$ cat src/video_regs_pkg.sv
package video_regs_pkg;

    // a register word and a CPU word address (address bits 5:1)
    typedef logic [15:0] word_t;
    typedef logic [4:0]  reg_addr_t;
    // active low byte enables, bit 1 is the upper byte
    typedef logic [1:0]  byte_en_n_t;
    typedef logic [7:0]  cfg_byte_t;

    localparam int CFG_BYTES = 21;
    localparam int PAL_PAGES = 6;

    // layers 3,2,1,0 from the top of the order field down to bit 6
    localparam word_t LAYER_CTRL_RST = {2'b00, 2'd3, 2'd2, 2'd1, 2'd0, 6'd0};
    localparam word_t PRIO_RST       = 16'hffff;
    localparam word_t RD_IDLE        = 16'hffff;

    typedef struct packed {
        logic       cs_a;
        logic       cs_b;
        reg_addr_t  addr;
        byte_en_n_t dsn;
        word_t      wdata;
    } bus_t;

    typedef struct packed {
        // vram bases
        word_t obj_base;
        word_t scr1_base;
        word_t scr2_base;
        word_t scr3_base;
        word_t row_base;
        word_t pal_base;
        // scroll positions
        word_t hpos1;
        word_t hpos2;
        word_t hpos3;
        word_t vpos1;
        word_t vpos2;
        word_t vpos3;
        // star field
        word_t hstar1;
        word_t vstar1;
        word_t hstar2;
        word_t vstar2;
        word_t row_offset;
        word_t ppu_ctrl;
    } cpsa_out_t;

    // per-game register addresses of the second chip
    typedef struct packed {
        reg_addr_t id;
        reg_addr_t mult1;
        reg_addr_t mult2;
        reg_addr_t rslt0;
        reg_addr_t rslt1;
        reg_addr_t layer;
        reg_addr_t prio0;
        reg_addr_t prio1;
        reg_addr_t prio2;
        reg_addr_t prio3;
        reg_addr_t pal_page;
    } cpsb_map_t;

    typedef struct packed {
        cpsb_map_t  map;
        cfg_byte_t  chip_id;
        cfg_byte_t  layer_mask0;
        cfg_byte_t  layer_mask1;
        cfg_byte_t  layer_mask2;
        cfg_byte_t  layer_mask3;
        logic [5:0] game;
        word_t      bank_offset;
        word_t      bank_mask;
    } cpsb_cfg_t;

    typedef struct packed {
        word_t                layer_ctrl;
        word_t                prio0;
        word_t                prio1;
        word_t                prio2;
        word_t                prio3;
        logic [PAL_PAGES-1:0] pal_page_en;
    } cpsb_out_t;

endpackage
$ cat src/video_regs_top.sv
`timescale 1ns/10ps

module video_regs_top (
    input  logic                       clk,
    input  logic                       reg_rst,
    input  video_regs_pkg::bus_t       bus,
    input  logic                       obj_dma_clr,
    input  logic                       cfg_we,
    input  video_regs_pkg::cfg_byte_t  cfg_data,
    output video_regs_pkg::word_t      rdata,
    output logic                       obj_dma_ok,
    output logic                       pal_copy,
    output video_regs_pkg::cpsa_out_t  cpsa,
    output video_regs_pkg::cpsb_out_t  cpsb,
    output video_regs_pkg::cpsb_cfg_t  cfg
);

    // fixed map chip
    cpsa_regs u_cpsa_regs (
        .clk         (clk),
        .reg_rst     (reg_rst),
        .bus         (bus),
        .obj_dma_clr (obj_dma_clr),
        .regs        (cpsa),
        .obj_dma_ok  (obj_dma_ok),
        .pal_copy    (pal_copy)
    );

    // per-game setup loaded byte by byte
    cpsb_cfg_chain u_cpsb_cfg_chain (
        .clk      (clk),
        .reg_rst  (reg_rst),
        .cfg_we   (cfg_we),
        .cfg_data (cfg_data),
        .cfg      (cfg)
    );

    // configurable map chip, owns the readback
    cpsb_regs u_cpsb_regs (
        .clk     (clk),
        .reg_rst (reg_rst),
        .bus     (bus),
        .map     (cfg.map),
        .chip_id (cfg.chip_id),
        .regs    (cpsb),
        .rdata   (rdata)
    );

endmodule

$ cat src/cpsb_regs.sv
`timescale 1ns/10ps

module cpsb_regs (
    input  logic                       clk,
    input  logic                       reg_rst,
    input  video_regs_pkg::bus_t       bus,
    input  video_regs_pkg::cpsb_map_t  map,
    input  video_regs_pkg::cfg_byte_t  chip_id,
    output video_regs_pkg::cpsb_out_t  regs,
    output video_regs_pkg::word_t      rdata
);

    logic [10:0]           hit;
    logic                  wr_en;
    video_regs_pkg::word_t mult1;
    video_regs_pkg::word_t mult2;
    video_regs_pkg::word_t rslt0;
    video_regs_pkg::word_t rslt1;
    video_regs_pkg::word_t rd_next;

    // one compare per mapped address
    assign hit = {
        bus.addr == map.pal_page,
        bus.addr == map.prio3,
        bus.addr == map.prio2,
        bus.addr == map.prio1,
        bus.addr == map.prio0,
        bus.addr == map.layer,
        bus.addr == map.rslt1,
        bus.addr == map.rslt0,
        bus.addr == map.mult2,
        bus.addr == map.mult1,
        bus.addr == map.id
    };

    // only full word writes reach these registers
    assign wr_en = bus.cs_b && (bus.dsn == 2'b00);

    // running product, refreshed every cycle
    always_ff @(posedge clk) begin
        {rslt1, rslt0} <= mult1 * mult2;
    end

    always_comb begin
        case (hit)
            11'h001: rd_next = {4'h0, chip_id[7:4], 4'h0, chip_id[3:0]};
            11'h002: rd_next = mult1;
            11'h004: rd_next = mult2;
            11'h008: rd_next = rslt0;
            11'h010: rd_next = rslt1;
            11'h020: rd_next = regs.layer_ctrl;
            11'h040: rd_next = regs.prio0;
            11'h080: rd_next = regs.prio1;
            11'h100: rd_next = regs.prio2;
            11'h200: rd_next = regs.prio3;
            11'h400: rd_next = {{(16-video_regs_pkg::PAL_PAGES){1'b0}}, regs.pal_page_en};
            // no match or an overlapping map
            default: rd_next = video_regs_pkg::RD_IDLE;
        endcase
        if (&bus.addr) begin
            rd_next = video_regs_pkg::RD_IDLE;
        end
    end

    always_ff @(posedge clk or posedge reg_rst) begin
        if (reg_rst) begin
            mult1            <= '0;
            mult2            <= '0;
            regs.layer_ctrl  <= video_regs_pkg::LAYER_CTRL_RST;
            regs.prio0       <= video_regs_pkg::PRIO_RST;
            regs.prio1       <= video_regs_pkg::PRIO_RST;
            regs.prio2       <= video_regs_pkg::PRIO_RST;
            regs.prio3       <= video_regs_pkg::PRIO_RST;
            regs.pal_page_en <= '1;
            rdata            <= video_regs_pkg::RD_IDLE;
        end else begin
            if (bus.cs_b) begin
                // readback shows the value ahead of this edge's write
                rdata <= rd_next;
            end
            if (wr_en && hit[1]) begin
                mult1 <= bus.wdata;
            end
            if (wr_en && hit[2]) begin
                mult2 <= bus.wdata;
            end
            if (wr_en && hit[5]) begin
                regs.layer_ctrl <= bus.wdata;
            end
            if (wr_en && hit[6]) begin
                regs.prio0 <= bus.wdata;
            end
            if (wr_en && hit[7]) begin
                regs.prio1 <= bus.wdata;
            end
            if (wr_en && hit[8]) begin
                regs.prio2 <= bus.wdata;
            end
            if (wr_en && hit[9]) begin
                regs.prio3 <= bus.wdata;
            end
            if (wr_en && hit[10]) begin
                regs.pal_page_en <= bus.wdata[video_regs_pkg::PAL_PAGES-1:0];
            end
        end
    end

endmodule

$ cat src/cpsb_cfg_chain.sv
`timescale 1ns/10ps

module cpsb_cfg_chain (
    input  logic                       clk,
    input  logic                       reg_rst,
    input  logic                       cfg_we,
    input  video_regs_pkg::cfg_byte_t  cfg_data,
    output video_regs_pkg::cpsb_cfg_t  cfg
);

    video_regs_pkg::cfg_byte_t [video_regs_pkg::CFG_BYTES-1:0] chain;

    // byte addresses become word addresses
    function automatic video_regs_pkg::reg_addr_t to_word_addr(
        input video_regs_pkg::cfg_byte_t b
    );
        return b[5:1];
    endfunction

    // new byte enters at 0, first byte loaded ends at the top
    always_ff @(posedge clk or posedge reg_rst) begin
        if (reg_rst) begin
            chain <= '0;
        end else if (cfg_we) begin
            chain <= {chain[video_regs_pkg::CFG_BYTES-2:0], cfg_data};
        end
    end

    assign cfg.map.id       = to_word_addr(chain[0]);
    assign cfg.chip_id      = chain[1];
    assign cfg.map.mult1    = to_word_addr(chain[2]);
    assign cfg.map.mult2    = to_word_addr(chain[3]);
    assign cfg.map.rslt0    = to_word_addr(chain[4]);
    assign cfg.map.rslt1    = to_word_addr(chain[5]);
    assign cfg.map.layer    = to_word_addr(chain[6]);
    assign cfg.map.prio0    = to_word_addr(chain[7]);
    assign cfg.map.prio1    = to_word_addr(chain[8]);
    assign cfg.map.prio2    = to_word_addr(chain[9]);
    assign cfg.map.prio3    = to_word_addr(chain[10]);
    assign cfg.map.pal_page = to_word_addr(chain[11]);

    // layer enable masks per layer
    assign cfg.layer_mask0  = chain[12];
    assign cfg.layer_mask1  = chain[13];
    assign cfg.layer_mask2  = chain[14];
    assign cfg.layer_mask3  = chain[15];

    // rom banking, low byte first
    assign cfg.game         = chain[16][5:0];
    assign cfg.bank_offset  = {chain[18], chain[17]};
    assign cfg.bank_mask    = {chain[20], chain[19]};

endmodule

$ cat src/cpsa_regs.sv
`timescale 1ns/10ps

module cpsa_regs (
    input  logic                   clk,
    input  logic                   reg_rst,
    input  video_regs_pkg::bus_t   bus,
    input  logic                   obj_dma_clr,
    output video_regs_pkg::cpsa_out_t regs,
    output logic                   obj_dma_ok,
    output logic                   pal_copy
);

    video_regs_pkg::word_t cur_word;
    video_regs_pkg::word_t wr_word;
    logic                  pal_pend;

    // keep the old byte wherever its enable is high
    function automatic video_regs_pkg::word_t merge_bytes(
        input video_regs_pkg::word_t      old_w,
        input video_regs_pkg::word_t      new_w,
        input video_regs_pkg::byte_en_n_t dsn
    );
        video_regs_pkg::word_t res;
        res[15:8] = dsn[1] ? old_w[15:8] : new_w[15:8];
        res[7:0]  = dsn[0] ? old_w[7:0]  : new_w[7:0];
        return res;
    endfunction

    // current value of the addressed register, for the byte merge
    always_comb begin
        case (bus.addr)
            5'h00:   cur_word = regs.obj_base;
            5'h01:   cur_word = regs.scr1_base;
            5'h02:   cur_word = regs.scr2_base;
            5'h03:   cur_word = regs.scr3_base;
            5'h04:   cur_word = regs.row_base;
            5'h05:   cur_word = regs.pal_base;
            5'h06:   cur_word = regs.hpos1;
            5'h07:   cur_word = regs.vpos1;
            5'h08:   cur_word = regs.hpos2;
            5'h09:   cur_word = regs.vpos2;
            5'h0a:   cur_word = regs.hpos3;
            5'h0b:   cur_word = regs.vpos3;
            5'h0c:   cur_word = regs.hstar1;
            5'h0d:   cur_word = regs.vstar1;
            5'h0e:   cur_word = regs.hstar2;
            5'h0f:   cur_word = regs.vstar2;
            5'h10:   cur_word = regs.row_offset;
            5'h11:   cur_word = regs.ppu_ctrl;
            default: cur_word = '0;
        endcase
    end

    assign wr_word = merge_bytes(cur_word, bus.wdata, bus.dsn);

    always_ff @(posedge clk or posedge reg_rst) begin
        if (reg_rst) begin
            regs       <= '0;
            obj_dma_ok <= 1'b0;
            pal_copy   <= 1'b0;
            pal_pend   <= 1'b0;
        end else begin
            // copy waits for the select to drop so pal_base is final
            pal_copy <= !bus.cs_a && pal_pend;
            if (!bus.cs_a && pal_pend) begin
                pal_pend <= 1'b0;
            end
            if (obj_dma_clr) begin
                obj_dma_ok <= 1'b0;
            end
            if (bus.cs_a) begin
                case (bus.addr)
                    5'h00: begin
                        regs.obj_base <= wr_word;
                        // a set at the same edge as a clear wins
                        obj_dma_ok    <= 1'b1;
                    end
                    5'h01: regs.scr1_base <= wr_word;
                    5'h02: regs.scr2_base <= wr_word;
                    5'h03: regs.scr3_base <= wr_word;
                    5'h04: regs.row_base  <= wr_word;
                    5'h05: begin
                        regs.pal_base <= wr_word;
                        pal_pend      <= 1'b1;
                    end
                    5'h06: regs.hpos1      <= wr_word;
                    5'h07: regs.vpos1      <= wr_word;
                    5'h08: regs.hpos2      <= wr_word;
                    5'h09: regs.vpos2      <= wr_word;
                    5'h0a: regs.hpos3      <= wr_word;
                    5'h0b: regs.vpos3      <= wr_word;
                    5'h0c: regs.hstar1     <= wr_word;
                    5'h0d: regs.vstar1     <= wr_word;
                    5'h0e: regs.hstar2     <= wr_word;
                    5'h0f: regs.vstar2     <= wr_word;
                    5'h10: regs.row_offset <= wr_word;
                    5'h11: regs.ppu_ctrl   <= wr_word;
                    default: ;
                endcase
            end
        end
    end

endmodule

$ cat config.mk
export PLATFORM = sky130hd
export DESIGN_NAME = video_regs_top
export DESIGN_NICKNAME = d
export VERILOG_FILES = /design/src/video_regs_pkg.sv /design/src/video_regs_top.sv /design/src/cpsb_regs.sv /design/src/cpsb_cfg_chain.sv /design/src/cpsa_regs.sv
export SDC_FILE = /design/constraint.sdc
export NUM_CORES = 2
export LEC_CHECK = 0
export ABC_AREA = 1
export BUFFER_PORTS_ARGS = -buffer_cell sky130_fd_sc_hd__buf_2
export CAP_MARGIN = 20
export CORE_UTILIZATION = 53
export DETAILED_ROUTE_END_ITERATION = 7
export PLACE_DENSITY = 0.8
export SETUP_SLACK_MARGIN = 0.4
export SKIP_LAST_GASP = 1
export SLEW_MARGIN = 10
export SYNTH_ARGS = -nofsm -noshare
export SYNTH_HDL_FRONTEND = slang
export SYNTH_SLANG_ARGS = --single-unit
$ cat constraint.sdc
create_clock -name clk -period 20.8 [get_ports clk]
set_input_delay 4.16 -clock clk [delete_from_list [all_inputs] [get_ports clk]]
set_output_delay 4.16 -clock clk [all_outputs]
set_load 0.05 [all_outputs]
==> results.toml <==
[route]
drtPass1Iterations = 7
drt-met1-wl_mm = 48.3
wl_met3_mm = 14.8
first_iter_violations = 4119
met2_length_mm = 59.8
highest_layer = "met5"
vias = 34528
ant_nets = 0
route.detailed.drc = 0
wl_mm = 132
drt-vias-per-instance = 5.66
wl_per_cell_um = 21.6

[finish]
ff_latch_area_um2 = 15600
final_cell_area_um2 = 42600
n_fill_cell = 6057
multi_input_area_um2 = 18100
final_cell_mix = "nand2_1, buf_2, inv_1"
area_growth_pct = 11.9
drive_above_1_share = 0.181
nNetsFinal = 5434
final_common_cell = "nand2_1"

[synthesis]
yosysTopAreaCell = "dfrtp_1"
synthTopCellsByArea = "dfrtp_1, nand2_1, fa_1"
syn_area_um2 = 38000
synth_fp_nets = 5139
yosys_warnings = 0
synth_top_area_frac = 0.331
yosysUniqueCellTypes = 50
syn-mean-instance-area_um2 = 7.92
postSynthCellCount = 4804
ys_ff_latch = 625
ys_seq_area_frac = 0.410

[timing]
hold_ws_ns = 0.488
worstMarginPinSlew_ns = 1.14
hold_viol_final = 0
setup_viol = 0
slew_viol_final = 0
fin_crit_sh = 0.327
rsz0062_at_grt = "no"
max_freq_mhz = 147
period_minus_slack_ns = 6.80
clock-skew-final_ns = 0.0452
slew_headroom = 0.239
tns_ns = 0

[global_routing]
antenna_found_initial = 9
grt_use_total = 0.361
grt_overflow = 0
grt_max_degree = 206
grt_pass1_vias = 33220
grt_pass1_wl_mm = 201

[placement]
post_dp_cell_area_um2 = 40100
gp_congestion = 0.999
portBuffers = 561
post-dp-hpwl_mm = 95.3

[flow_run]
maxCapViolCount = 0

[setup_path]
cp-start-kind = "input port"
critPathBufInv = 5
critPathSlowestCell = "buf_4"
reg2reg_slack_ns = 14.42
cp-end-kind = "async pin"
path_max_fanout = 180
critPathRequiredTime_ns = 21.44
crit_path_cell_trace = "buf_2, clkinvlp_4, buf_12, buf_4, buf_4"
critPathMostFrequentCell = "buf_4"
crit_family = "buffers and inverters"
cp_slowest_stage_delay_ns = 0.85
crit_arrival_ns = 7.44
crit_type = "input port to async pin"

[clocking]
cts_buffers = 70
clock-sinks = 625
cts_tree = "yes"
cts_htree_levels = 3
cts_resized = 0
ctsHoldBuffers = 0
clock_latency_ns = 0.64
cts_buffer_depth = 3
path_clk_slew_ns = 0.06
postCtsSetupBuffers = 0
root_buffer = "clkbuf_16"

[floorplan]
core_area_um2 = 70500
die_h_um = 270
num_io_pins = 562
die_area_um2 = 72800
initial_utilization = 0.539
rows = 97
die_x_um = 270

[power_and_ir_drop]
leakagePower_nw = 23.8
power.total_w = 0.00438
power_density_nw_per_um2 = 103
peakVddDrop_mv = 0.0992

[run_status]
status = "complete, no violations"

[min_path]
hp-class = "flop to flop"
## layout make-up
| type | instances | share of cell area |
|---|---|---|
| multi-input cells | 3233 | 0.424 |
| flip-flops and latches | 625 | 0.366 |
| repair buffers | 603 | 0.0751 |
| inverters | 566 | 0.0501 |
| clock buffers | 100 | 0.0471 |
| well taps | 940 | 0.0276 |
| clock inverters | 29 | 0.00900 |
| diodes | 3 | 0.000176 |
## flip-flops by register name (all words and copies together) (netlist names), 16 cells and up
| name | count |
|---|---|
| u_cpsa_regs.regs | 288 |
| u_cpsb_cfg_chain.cfg | 133 |
| u_cpsb_cfg_chain.chain | 35 |
| u_cpsb_regs.mult1 | 16 |
| u_cpsb_regs.mult2 | 16 |
| u_cpsb_regs.rdata | 16 |
| u_cpsb_regs.regs | 86 |
| u_cpsb_regs.rslt0 | 16 |
| u_cpsb_regs.rslt1 | 16 |
## worst reg2reg max path, cell delays in order (launching register included)
cell and delay, ns:
dfrtp_1 0.93, nand2_1 0.16, fa_1 0.51, fa_1 0.54
inv_1 0.05, fa_1 0.50, inv_1 0.06, fa_1 0.53
inv_1 0.05, fa_1 0.48, inv_1 0.05, fa_1 0.48
inv_1 0.04, ha_1 0.37, nand2_1 0.10, nor2_1 0.11
inv_1 0.05, o21ai_0 0.50, a21oi_1 0.21, o21bai_1 0.26
nand2_1 0.08, nand2_1 0.08, xor2_1 0.14
## worst paths after layout
kind,start,end,cells past startpoint
worst max register to register,u_cpsb_regs.mult2[3],u_cpsb_regs.rslt1[10],22
worst min register to register,u_cpsa_regs.pal_pend,u_cpsa_regs.pal_copy,2
min in group asynchronous,reg_rst,u_cpsb_cfg_chain.cfg[110],2
worst min-delay path,u_cpsa_regs.pal_pend,u_cpsa_regs.pal_copy,2
max in group clk,bus[22],u_cpsa_regs.regs[4],14
worst max-delay path,reg_rst,u_cpsa_regs.regs[110],5
## layer usage
| metal | vias up | track usage |
|---|---|---|
| met1 | 16539 | 0.459 |
| met3 | 454 | 0.0865 |
| met4 | 4 | 0.209 |
| met2 | 2282 | 0.562 |
| met5 | - | 0 |
| li1 | 15249 | - |
## metrics by stage
step | util | setup WS, ns | std cells
floorplan | - | 8.63 | 4804
global placement | 0.568 | 13.34 | 5962
detailed placement | 0.569 | 13.32 | 5963
CTS | 0.602 | 13.99 | 6092
global route | 0.603 | 13.59 | 6096
finish | 0.604 | 14.00 | 6099
## cell families (layout without fill, tap and decap cells)
kind of cell / count (synthesis) / count (layout) / share of synthesized area
buffers and inverters: 946 / 1298 / 0.115
adder cells (fa/ha/maj): 298 / 298 / 0.136
AO/OA/AOI/OAI: 394 / 394 / 0.0576
multiplexers: 8 / 8 / 0.00237
XOR/XNOR: 41 / 41 / 0.00944
AND/OR/NAND/NOR: 2492 / 2492 / 0.269
flip-flops: 625 / 625 / 0.410
other: 0 / 3 / 0
## Yosys cell counts, drive strengths merged
cell and number:
xor2 23, nand4 150, nor3 8, inv 562, nor4 1, buf 220
nor2 310, or3 1, a21o 4, dfxtp 32, a21boi 1, a32o 1
fa 194, and2 1, xnor2 18, a211oi 1, o2111ai 11, clkinv 4
nand3 144, clkbuf 160, and3 1, a21oi 107, a22o 4, ha 104
nor3b 1, a221oi 1, nand2 1875, dfrtp 503, o21bai 5, a31oi 4
mux2 8, o21a 2, dfstp 90, o21ai 253
## report_power, final
group / total (W) / internal, W / leakage [nW] / switching (W)
registers: 0.00170 / 0.00145 / 7.67 / 0.000257
logic: 0.00138 / 0.000292 / 14.9 / 0.00108
clock network: 0.00130 / 0.000746 / 1.16 / 0.000549
No activity file was read; power rests on OpenSTA's default activity.
